<file path="config.mk">
export PLATFORM = sky130hd
export DESIGN_NAME = seqmon_top
export DESIGN_NICKNAME = d
export VERILOG_FILES = /design/src/hw/seqmon_pkg.sv /design/src/hw/frame_parser.sv /design/src/hw/seq_checker.sv /design/src/hw/stats_regs.sv /design/src/hw/seqmon_top.sv
export SDC_FILE = /design/constraint.sdc
export NUM_CORES = 1
export LEC_CHECK = 0
export BUFFER_PORTS_ARGS = -buffer_cell sky130_fd_sc_hd__buf_4
export CAP_MARGIN = 20
export CORE_ASPECT_RATIO = 0.8
export CORE_UTILIZATION = 40
export DETAILED_ROUTE_END_ITERATION = 10
export PLACE_DENSITY_LB_ADDON = 0.25
export SYNTH_ARGS = -nofsm -noshare
export SYNTH_HDL_FRONTEND = slang
export SYNTH_SLANG_ARGS = --single-unit
</file>
<file path="constraint.sdc">
create_clock -name clk125MHz -period 3.7 [get_ports clk125MHz]
set_clock_uncertainty 0.2 [all_clocks]
set_input_delay 0 -clock clk125MHz [delete_from_list [all_inputs] [get_ports clk125MHz]]
set_output_delay 0 -clock clk125MHz [all_outputs]
set_load 0.02 [all_outputs]
</file>
<file path="src/hw/seqmon_pkg.sv">
`default_nettype none

package seqmon_pkg;

   //--------------------------------------------------
   // frame format
   //--------------------------------------------------

   // byte 3 of every frame carries the fixed protocol tag
   localparam int unsigned hdr_a_pos = 3;
   localparam logic [7:0]  hdr_a_val = 8'h01;

   // byte 4 carries the fixed message type
   localparam int unsigned hdr_b_pos = 4;
   localparam logic [7:0]  hdr_b_val = 8'h70;

   // one report per finished frame, valid is a single-cycle strobe
   typedef struct packed {
      logic [23:0] index;
      logic        header_ok;
      logic        valid;
   } frame_result_t;

   typedef struct packed {
      logic        started;
      logic        finished;
      logic [31:0] frames;
      logic [31:0] seq_ok;
      logic [31:0] seq_err;
      logic [31:0] hdr_err;
   } stats_t;

   //--------------------------------------------------
   // register map (byte offsets)
   //--------------------------------------------------

   localparam logic [7:0] reg_ctrl    = 8'h00;
   localparam logic [7:0] reg_status  = 8'h04;
   localparam logic [7:0] reg_frames  = 8'h08;
   localparam logic [7:0] reg_seq_ok  = 8'h0C;
   localparam logic [7:0] reg_seq_err = 8'h10;
   localparam logic [7:0] reg_hdr_err = 8'h14;

endpackage

`default_nettype wire

</file>
<file path="src/hw/frame_parser.sv">
`timescale 1ns/1ps
`default_nettype none

module frame_parser #(
   parameter int unsigned index_offset = 13
) (
   input  wire                       clk125MHz,
   input  wire                       rst,
   input  wire                       rx_en,
   input  wire [7:0]                 rx_data,
   output seqmon_pkg::frame_result_t frame
);

   import seqmon_pkg::*;

   // byte positions as counter-width constants
   localparam logic [15:0] pos_a     = 16'(hdr_a_pos);
   localparam logic [15:0] pos_b     = 16'(hdr_b_pos);
   localparam logic [15:0] pos_first = 16'(index_offset);
   localparam logic [15:0] pos_last  = 16'(index_offset + 2);

   // a frame is long enough once both the index and the header bytes have passed
   localparam logic [15:0] pos_need  = (pos_last > pos_b) ? pos_last : pos_b;

   logic [15:0] pos;
   logic        rx_en_q;
   logic        hdr_ok;
   logic        len_ok;
   logic        frame_end;
   logic [23:0] idx;
   logic [23:0] idx_q;
   logic        header_ok_q;
   logic        valid_q;

   assign frame_end = rx_en_q && !rx_en;

   //--------------------------------------------------
   // byte position and header tracking
   //--------------------------------------------------

   always_ff @(posedge clk125MHz) begin
      if (rst) begin
         pos     <= '0;
         rx_en_q <= 1'b0;
         hdr_ok  <= 1'b0;
         len_ok  <= 1'b0;
         valid_q <= 1'b0;
      end else begin
         rx_en_q <= rx_en;
         valid_q <= frame_end;
         if (rx_en) begin
            // saturate so an oversized frame never wraps back onto the header
            if (pos != '1) begin
               pos <= pos + 16'd1;
            end
            if (pos == '0) begin
               hdr_ok <= 1'b1;
               len_ok <= 1'b0;
            end
            if (pos == pos_a && rx_data != hdr_a_val) begin
               hdr_ok <= 1'b0;
            end
            if (pos == pos_b && rx_data != hdr_b_val) begin
               hdr_ok <= 1'b0;
            end
            if (pos == pos_need) begin
               len_ok <= 1'b1;
            end
         end else begin
            pos <= '0;
         end
      end
   end

   //--------------------------------------------------
   // index assembly and frame report
   //--------------------------------------------------

   // the index arrives most significant byte first
   always_ff @(posedge clk125MHz) begin
      if (rx_en && pos >= pos_first && pos <= pos_last) begin
         idx <= {idx[15:0], rx_data};
      end
      if (frame_end) begin
         idx_q       <= idx;
         header_ok_q <= hdr_ok && len_ok;
      end
   end

   assign frame.index     = idx_q;
   assign frame.header_ok = header_ok_q;
   assign frame.valid     = valid_q;

   // every frame ends with at least one idle cycle, so reports never touch
   a_single_report: assert property (
      @(posedge clk125MHz) disable iff (rst) frame.valid |=> !frame.valid
   ) else $error("frame_parser: frame reported on two consecutive cycles");

endmodule

`default_nettype wire

</file>
<file path="src/hw/seq_checker.sv">
`timescale 1ns/1ps
`default_nettype none

module seq_checker #(
   parameter int unsigned index_max = 500000
) (
   input  wire                           clk125MHz,
   input  wire                           rst,
   input  wire seqmon_pkg::frame_result_t frame,
   input  wire                           clear,
   output seqmon_pkg::stats_t            stats
);

   localparam logic [23:0] final_idx = 24'(index_max);

   logic [23:0] prev_idx;
   logic [23:0] next_idx;
   logic        in_order;
   logic        is_final;
   logic        is_zero;

   // an index is in order when it follows the previous one directly
   assign next_idx = prev_idx + 24'd1;
   assign in_order = (frame.index == next_idx);
   assign is_final = (frame.index == final_idx);
   assign is_zero  = (frame.index == 24'd0);

   //--------------------------------------------------
   // run state and statistics
   //--------------------------------------------------

   always_ff @(posedge clk125MHz) begin
      if (rst || clear) begin
         stats    <= '0;
         prev_idx <= '0;
      end else if (frame.valid) begin
         if (!frame.header_ok) begin
            // rejected frames are counted at any point of the run
            stats.hdr_err <= stats.hdr_err + 32'd1;
         end else if (!stats.started) begin
            // the run arms on index 0, earlier frames are ignored
            if (is_zero) begin
               stats.started <= 1'b1;
               prev_idx      <= frame.index;
            end
         end else if (!stats.finished) begin
            stats.frames <= stats.frames + 32'd1;
            if (in_order) begin
               stats.seq_ok <= stats.seq_ok + 32'd1;
            end else begin
               stats.seq_err <= stats.seq_err + 32'd1;
            end
            prev_idx <= frame.index;
            // the last frame still counts, the run closes behind it
            if (is_final) begin
               stats.finished <= 1'b1;
            end
         end
      end
   end

   a_finish_after_start: assert property (
      @(posedge clk125MHz) disable iff (rst) stats.finished |-> stats.started
   ) else $error("seq_checker: finished set without a started run");

endmodule

`default_nettype wire

</file>
<file path="src/hw/stats_regs.sv">
`timescale 1ns/1ps
`default_nettype none

module stats_regs (
   input  wire                    clk125MHz,
   input  wire                    rst,
   input  wire seqmon_pkg::stats_t stats,
   output logic                   clear,
   input  wire [7:0]              awaddr,
   input  wire                    awvalid,
   output logic                   awready,
   input  wire [31:0]             wdata,
   input  wire                    wvalid,
   output logic                   wready,
   output logic [1:0]             bresp,
   output logic                   bvalid,
   input  wire                    bready,
   input  wire [7:0]              araddr,
   input  wire                    arvalid,
   output logic                   arready,
   output logic [31:0]            rdata,
   output logic [1:0]             rresp,
   output logic                   rvalid,
   input  wire                    rready
);

   import seqmon_pkg::*;

   localparam logic [1:0] resp_okay = 2'b00;

   logic        wr_accept;
   logic        wr_fire;
   logic        rd_fire;
   logic [31:0] rd_word;

   assign bresp = resp_okay;
   assign rresp = resp_okay;

   //--------------------------------------------------
   // read channel
   //--------------------------------------------------

   // one read in flight, a new address waits until the response is taken
   assign arready = !rvalid;
   assign rd_fire = arvalid && arready;

   always_comb begin
      case (araddr)
         reg_status:  rd_word = {30'd0, stats.finished, stats.started};
         reg_frames:  rd_word = stats.frames;
         reg_seq_ok:  rd_word = stats.seq_ok;
         reg_seq_err: rd_word = stats.seq_err;
         reg_hdr_err: rd_word = stats.hdr_err;
         // ctrl reads back as zero, same as any unmapped offset
         default:     rd_word = 32'd0;
      endcase
   end

   always_ff @(posedge clk125MHz) begin
      if (rst) begin
         rvalid <= 1'b0;
      end else if (rd_fire) begin
         rvalid <= 1'b1;
      end else if (rready) begin
         rvalid <= 1'b0;
      end
   end

   // the word is sampled at the address handshake and held until rready
   always_ff @(posedge clk125MHz) begin
      if (rd_fire) begin
         rdata <= rd_word;
      end
   end

   //--------------------------------------------------
   // write channel
   //--------------------------------------------------

   assign awready = wr_accept;
   assign wready  = wr_accept;
   assign wr_fire = wr_accept && awvalid && wvalid;

   always_ff @(posedge clk125MHz) begin
      if (rst) begin
         wr_accept <= 1'b0;
         bvalid    <= 1'b0;
         clear     <= 1'b0;
      end else begin
         // address and data are taken together once both are presented
         wr_accept <= awvalid && wvalid && !wr_accept && !bvalid;
         clear     <= wr_fire && (awaddr == reg_ctrl) && wdata[0];
         if (wr_fire) begin
            bvalid <= 1'b1;
         end else if (bready) begin
            bvalid <= 1'b0;
         end
      end
   end

   a_read_hold: assert property (
      @(posedge clk125MHz) disable iff (rst)
      rvalid && !rready |=> rvalid && $stable(rdata)
   ) else $error("stats_regs: read response changed under back-pressure");

endmodule

`default_nettype wire

</file>
<file path="src/hw/seqmon_top.sv">
`timescale 1ns/1ps
`default_nettype none

module seqmon_top #(
   parameter int unsigned index_offset = 13,
   parameter int unsigned index_max    = 500000
) (
   input  wire        clk125MHz,
   input  wire        rst,
   input  wire        rx_en,
   input  wire [7:0]  rx_data,
   input  wire [7:0]  awaddr,
   input  wire        awvalid,
   output logic       awready,
   input  wire [31:0] wdata,
   input  wire        wvalid,
   output logic       wready,
   output logic [1:0] bresp,
   output logic       bvalid,
   input  wire        bready,
   input  wire [7:0]  araddr,
   input  wire        arvalid,
   output logic       arready,
   output logic [31:0] rdata,
   output logic [1:0] rresp,
   output logic       rvalid,
   input  wire        rready
);

   seqmon_pkg::frame_result_t frame;
   seqmon_pkg::stats_t        stats;
   logic                      clear;

   //--------------------------------------------------
   // parser -> checker -> registers
   //--------------------------------------------------

   frame_parser #(
      .index_offset (index_offset)
   ) i_parser (
      .clk125MHz (clk125MHz),
      .rst       (rst),
      .rx_en     (rx_en),
      .rx_data   (rx_data),
      .frame     (frame)
   );

   seq_checker #(
      .index_max (index_max)
   ) i_checker (
      .clk125MHz (clk125MHz),
      .rst       (rst),
      .frame     (frame),
      .clear     (clear),
      .stats     (stats)
   );

   stats_regs i_regs (
      .clk125MHz (clk125MHz),
      .rst       (rst),
      .stats     (stats),
      .clear     (clear),
      .awaddr    (awaddr),
      .awvalid   (awvalid),
      .awready   (awready),
      .wdata     (wdata),
      .wvalid    (wvalid),
      .wready    (wready),
      .bresp     (bresp),
      .bvalid    (bvalid),
      .bready    (bready),
      .araddr    (araddr),
      .arvalid   (arvalid),
      .arready   (arready),
      .rdata     (rdata),
      .rresp     (rresp),
      .rvalid    (rvalid),
      .rready    (rready)
   );

endmodule

`default_nettype wire

</file>
* Yosys cells after proc, flatten, opt, wreduce, memory -nomap -nowiden
Cells that the tools add are included.
Cells by class: bitwise logic cells 4, equal/unequal tests 14, reduce and logical (&&, ||, !) cells 37, add/sub/neg operators 6, order comparisons 2, mux-type cells 19
Operators by type and width (count):
- $pmux W32 S5 | 1
- $add A32 B1 Y32 const B | 4
- $mux W97 | 1
- $mux W24 | 3
- $mux W32 | 2
- $add A24 B1 Y24 const B | 1
- $eq A24 B19 Y1 const B | 1
- $eq A24 B24 Y1 | 1
- $logic_not A24 Y1 | 1
- $add A16 B1 Y16 const B | 1
- $eq A16 B2 Y1 const B | 1
- $eq A16 B3 Y1 const B | 1
- $eq A16 B4 Y1 const B | 1
- $eq A8 B4 Y1 const B | 2
- $eq A8 B5 Y1 const B | 2
- $ge A16 B4 Y1 const B | 1
- $le A16 B4 Y1 const B | 1
- $logic_not A16 Y1 | 1
- $ne A16 B16 Y1 const B | 1
- $logic_and A1 B1 Y1 | 14
- $mux W1 | 12
- $reduce_and A5 Y1 | 2
- $eq A8 B3 Y1 const B | 1
- $logic_not A8 Y1 | 1
- 12 further kinds | 25
Storage, ports and cells: input bits 64, bits in registers 259, word-level logic and storage cells 102

* Logic depth before layout (Yosys ltp)
depth in word-level cells 4, mapped depth 12, mapped depth without buffers 9

* Cells and area by module
From an unflattened synthesis, not the netlist that was laid out.
Second synthesis, totals: cells, all modules 1422, area total of the unflattened synthesis 13212.7 µm²
By module, submodules not included:
- seq_checker | cells an instance 950, sequential area each 3083.0 µm², times used 1, area an instance 7968.9 µm²
- frame_parser | cells an instance 194, sequential area each 1871.8 µm², times used 1, area an instance 2651.3 µm²
- stats_regs | cells an instance 278, sequential area each 1041.0 µm², times used 1, area an instance 2592.5 µm²

* Worst setup path after synthesis
No wires, ideal clock.
path kind reg-to-reg, from register i_checker.prev_idx[0], to register, netlist name i_checker.stats[43], path buffers 3, library setup time 115 ps, period minus slack after synthesis 3217 ps, stages on the path, launching flop included 13, arrival 2903 ps, slack 483 ps, path through dfxtp_1 ha_1 clkbuf_1 nand2_1 or4_4 o21ai_1 nand4b_1 or4_4 o31ai_4 buf_6 buf_6 nor3_1 o21a_1
Between the ends: longest elaborated chain between the ends 4
Ends and longest elaborated chain:
- start: declaration | line seq_checker.sv:16 | logic [23:0] prev_idx;
- start signal: assignment | line seq_checker.sv:44 | prev_idx <= frame.index;
- start signal: assignment | line seq_checker.sv:53 | prev_idx <= frame.index;
- $add A24 B1 Y24 | line seq_checker.sv:23 | assign next_idx = prev_idx + 24'd1;
- $eq A24 B24 Y1 | line seq_checker.sv:24 | assign in_order = (frame.index == next_idx);
- $not A1 Y1 (no line)
- $reduce_and A5 Y1 (no line)
Every way passes these cells. A chain may end at the register's enable or synchronous reset.

* Worst setup path after layout
from register i_checker.prev_idx[5], to register, netlist name i_checker.stats[47]
Between the ends: longest elaborated chain between the ends 4
Ends and longest elaborated chain (line):
- $add A24 B1 Y24 | seq_checker.sv:23
- $eq A24 B24 Y1 | seq_checker.sv:24
- $not A1 Y1 (no line)
- $reduce_and A5 Y1 (no line)
Every way passes these cells.

==> impl_metrics.yaml <==
timing:
  whs_ns: 0.0717
  setup_viol: 0
  fmax_mhz: 295
  tns_ns: 0
  hold_violations: 0
  worst_pin_slew_ns: 0.914
  period_minus_slack_ns: 3.39
  max_slew_margin_pct: 38.9
  slew_viol_final: 0
  period_share_pct: 91.7
  grt_setup_unrepaired: "no"
setup_path:
  critPathRequiredTime_ns: 3.94
  criticalPathCategory: "reg2reg"
  endpoint_kind: "flip-flop"
  arrival_ns: 3.64
  crit_path_start_kind: "flip-flop"
  rr_worst_depth: 10
  path_max_fanout: 43
drt:
  viasPerCell: 5.47
  wl_um: 29300
  route.detailed.drc: 0
  vias: 9741
  detail-route-antenna-nets: 0
  wl_per_cell_um: 16.5
  drtIter0Drc: 752
  drtPass1Iterations: 5
cts:
  post-cts-setup-buffers: 0
  clk_pin_slew_ns: 0.07
  clkSinkCount: 259
  max-clock-path-buffers: 3
  htree_levels: 1
  cts_tree: "built"
  cts-root-buf: "clkbuf_16"
  clock_latency_ns: 0.54
  cts_buffers: 28
global_route:
  grt_pass1_wl_um: 47600
  grt_usage_pct: 18.9
  grt_pass1_vias: 8953
  grt_max_degree: 55
  antenna_found_initial: 0
  overflow: 0
placement:
  place_hpwl_um: 19800
  globalplace.congestion: 0.864
  port-buffer-count: 69
floorplanning:
  die_width_um: 198
  core_sq_um: 29700
  die_area_sq_um: 31300
  die_h_um: 158
  rows: 56
  io-pin-count: 105
  initial_core_util_pct: 41.2
logic_synthesis:
  ys.flop_type: "dfxtp_1"
  synth_edf_count: 81
  synth.area.top_cells: "dfxtp_1, edfxtp_1, mux2i_1"
  yosysTopAreaCellShare_pct: 29.1
  syn_area_sq_um: 12200
  syn_area_per_cell_sq_um: 9.63
  ys_ff_latch: 259
  ys_seq_area_share_pct: 49.0
  ys.warnings.count: 0
  ys_types: 59
  synthCells: 1270
  async_reset_ff_share_pct: 0
  synth_top_area_cell: "dfxtp_1"
run:
  drv_cap: 0
power:
  power_frac_seq_pct: 49.0
  clockPowerShare_pct: 47.2
  pwr_density_cell_nw_per_um2: 418
  power.switching_uw: 1330
  p_comb_share_pct: 3.8
  p_int_uw: 4710
  ir_drop_v: 0.000309
  p_leak_uw: 0.00528
  switching_share_pct: 22.1
finish:
  antenna_cells: 0
  final_util_pct: 48.7
  nNetsFinal: 1424
  area_growth_pct: 18.3
  n_fill_cell: 2807
  drive_above_1_share_pct: 11.5
min_path:
  holdPathStages: 3
  hold_path.class: "in2reg"
outcome:
  status: "complete, no violations"
==> area by class of cell <==
class	count	area (sq um)	area share [%]
Inverter	19	71.3	0.493
Clock inverter	21	208	1.43
Sequential cell	259	6000	41.4
Tap cell	406	508	3.51
Multi-Input combinational cell	919	5880	40.6
Clock buffer	31	743	5.13
Timing Repair Buffer	125	1070	7.40
==> critical path: stages, from the launching register on <==
cell and delay, ns:
dfxtp_1 0.46, nand4_2 0.25, buf_4 0.24, nor4_1 0.53, o211ai_1 0.19, a32o_1 0.29, a221o_1 0.35, o31ai_4 0.28
buf_12 0.23, nor4_1 0.08, o21a_1 0.18
==> final timing paths <==
path                              start  slack (ns)                   to
hold reg to reg        i_parser.idx[16]        0.22   i_parser.idx_q[16]
setup reg to reg  i_checker.prev_idx[5]        0.31  i_checker.stats[47]
setup / recovery  i_checker.prev_idx[5]        0.31  i_checker.stats[47]
hold / removal                araddr[2]        0.07      i_regs.rdata[0]
==> kinds of logic after synthesis <==
kind of cell	Yosys count	share of synthesized area, %
simple gates	555	23.0
flops	259	49.0
compound gates	185	11.2
xor+xnor	100	7.16
buf+inv	95	3.30
mux	66	5.40
fa+ha+maj	9	0.900
other cells	1	0.0307
==> placed cells by master, fill, tap and decap left out, types with 25 or more instances in the layout <==
master,instances
xnor2_1,33
o21ai_0,25
mux2i_1,66
dfxtp_1,178
edfxtp_1,81
a221o_1,33
or4_1,25
clkbuf_16,29
a21oi_1,42
nand2_1,89
or3_1,44
and3_1,38
dlygate4sd3_1,33
nand4_1,33
nand3_1,72
xor2_1,67
nor2_1,161
buf_4,88
==> layer usage <==
metal	track usage [%]	wire, um	vias to the layer above
met5	0	0	-
met4	4.21	527	0
met3	2.37	1310	41
met2	27.9	12200	215
met1	29.1	15300	4625
li1	-	-	4860
==> state kept, by name (all words and copies together), names as in the netlist <==
register              flops
i_checker.prev_idx       24
i_checker.stats         130
i_parser.hdr_ok           1
i_parser.header_ok_q      1
i_parser.idx             24
i_parser.idx_q           24
i_parser.len_ok           1
i_parser.pos             16
i_parser.rx_en_q          1
i_parser.valid_q          1
i_regs.awready            1
i_regs.bvalid             1
i_regs.clear              1
i_regs.rdata             32
i_regs.rvalid             1
==> per-stage QoR <==
stage / instances / power, uW / setup WS (ns) / cell area, sq um
finish: 1780 / 6050 / 0.307 / 14500
detailed placement: 1695 / 3230 / 0.325 / 13200
global placement: 1695 / 3230 / 0.383 / 13200
floorplan: 1273 / 3140 / 0.483 / 12200
CTS: 1780 / 6120 / 0.298 / 14500
global route: 1780 / 6250 / 0.0271 / 14500
==> power groups by stage <==
| stage | Combinational (uW) | Clock [uW] | Sequential, uW |
|---|---|---|---|
| after global placement | 204 | 0 | 3030 |
| after detailed placement | 207 | 0 | 3030 |
| after CTS | 231 | 2920 | 2960 |
| after global routing | 250 | 3030 | 2970 |
| final | 230 | 2850 | 2970 |
| after floorplan | 96.8 | 0 | 3050 |
==> Yosys cell counts, types with 8 or more instances <==
cell type,count
dfxtp_1,178
nor2_1,163
nand2_1,89
edfxtp_1,81
nand3_1,72
xor2_1,67
mux2i_1,66
clkbuf_1,54
or3_1,44
a21oi_1,42
and3_1,38
a221o_1,33
nand4_1,33
xnor2_1,33
o21ai_0,25
or4_1,25
nor4_1,24
nor3_1,21
inv_1,19
o211ai_1,18
o311ai_0,17
o41ai_1,17
buf_1,8
ha_1,8
==> timing repair <==
action                                 CTS  global route
endpoints found under the hold margin  109             0
setup endpoints to repair                0             4
gates resized for setup                  0             2
hold buffers                            33             0
No activity file was read; power rests on OpenSTA's default activity.
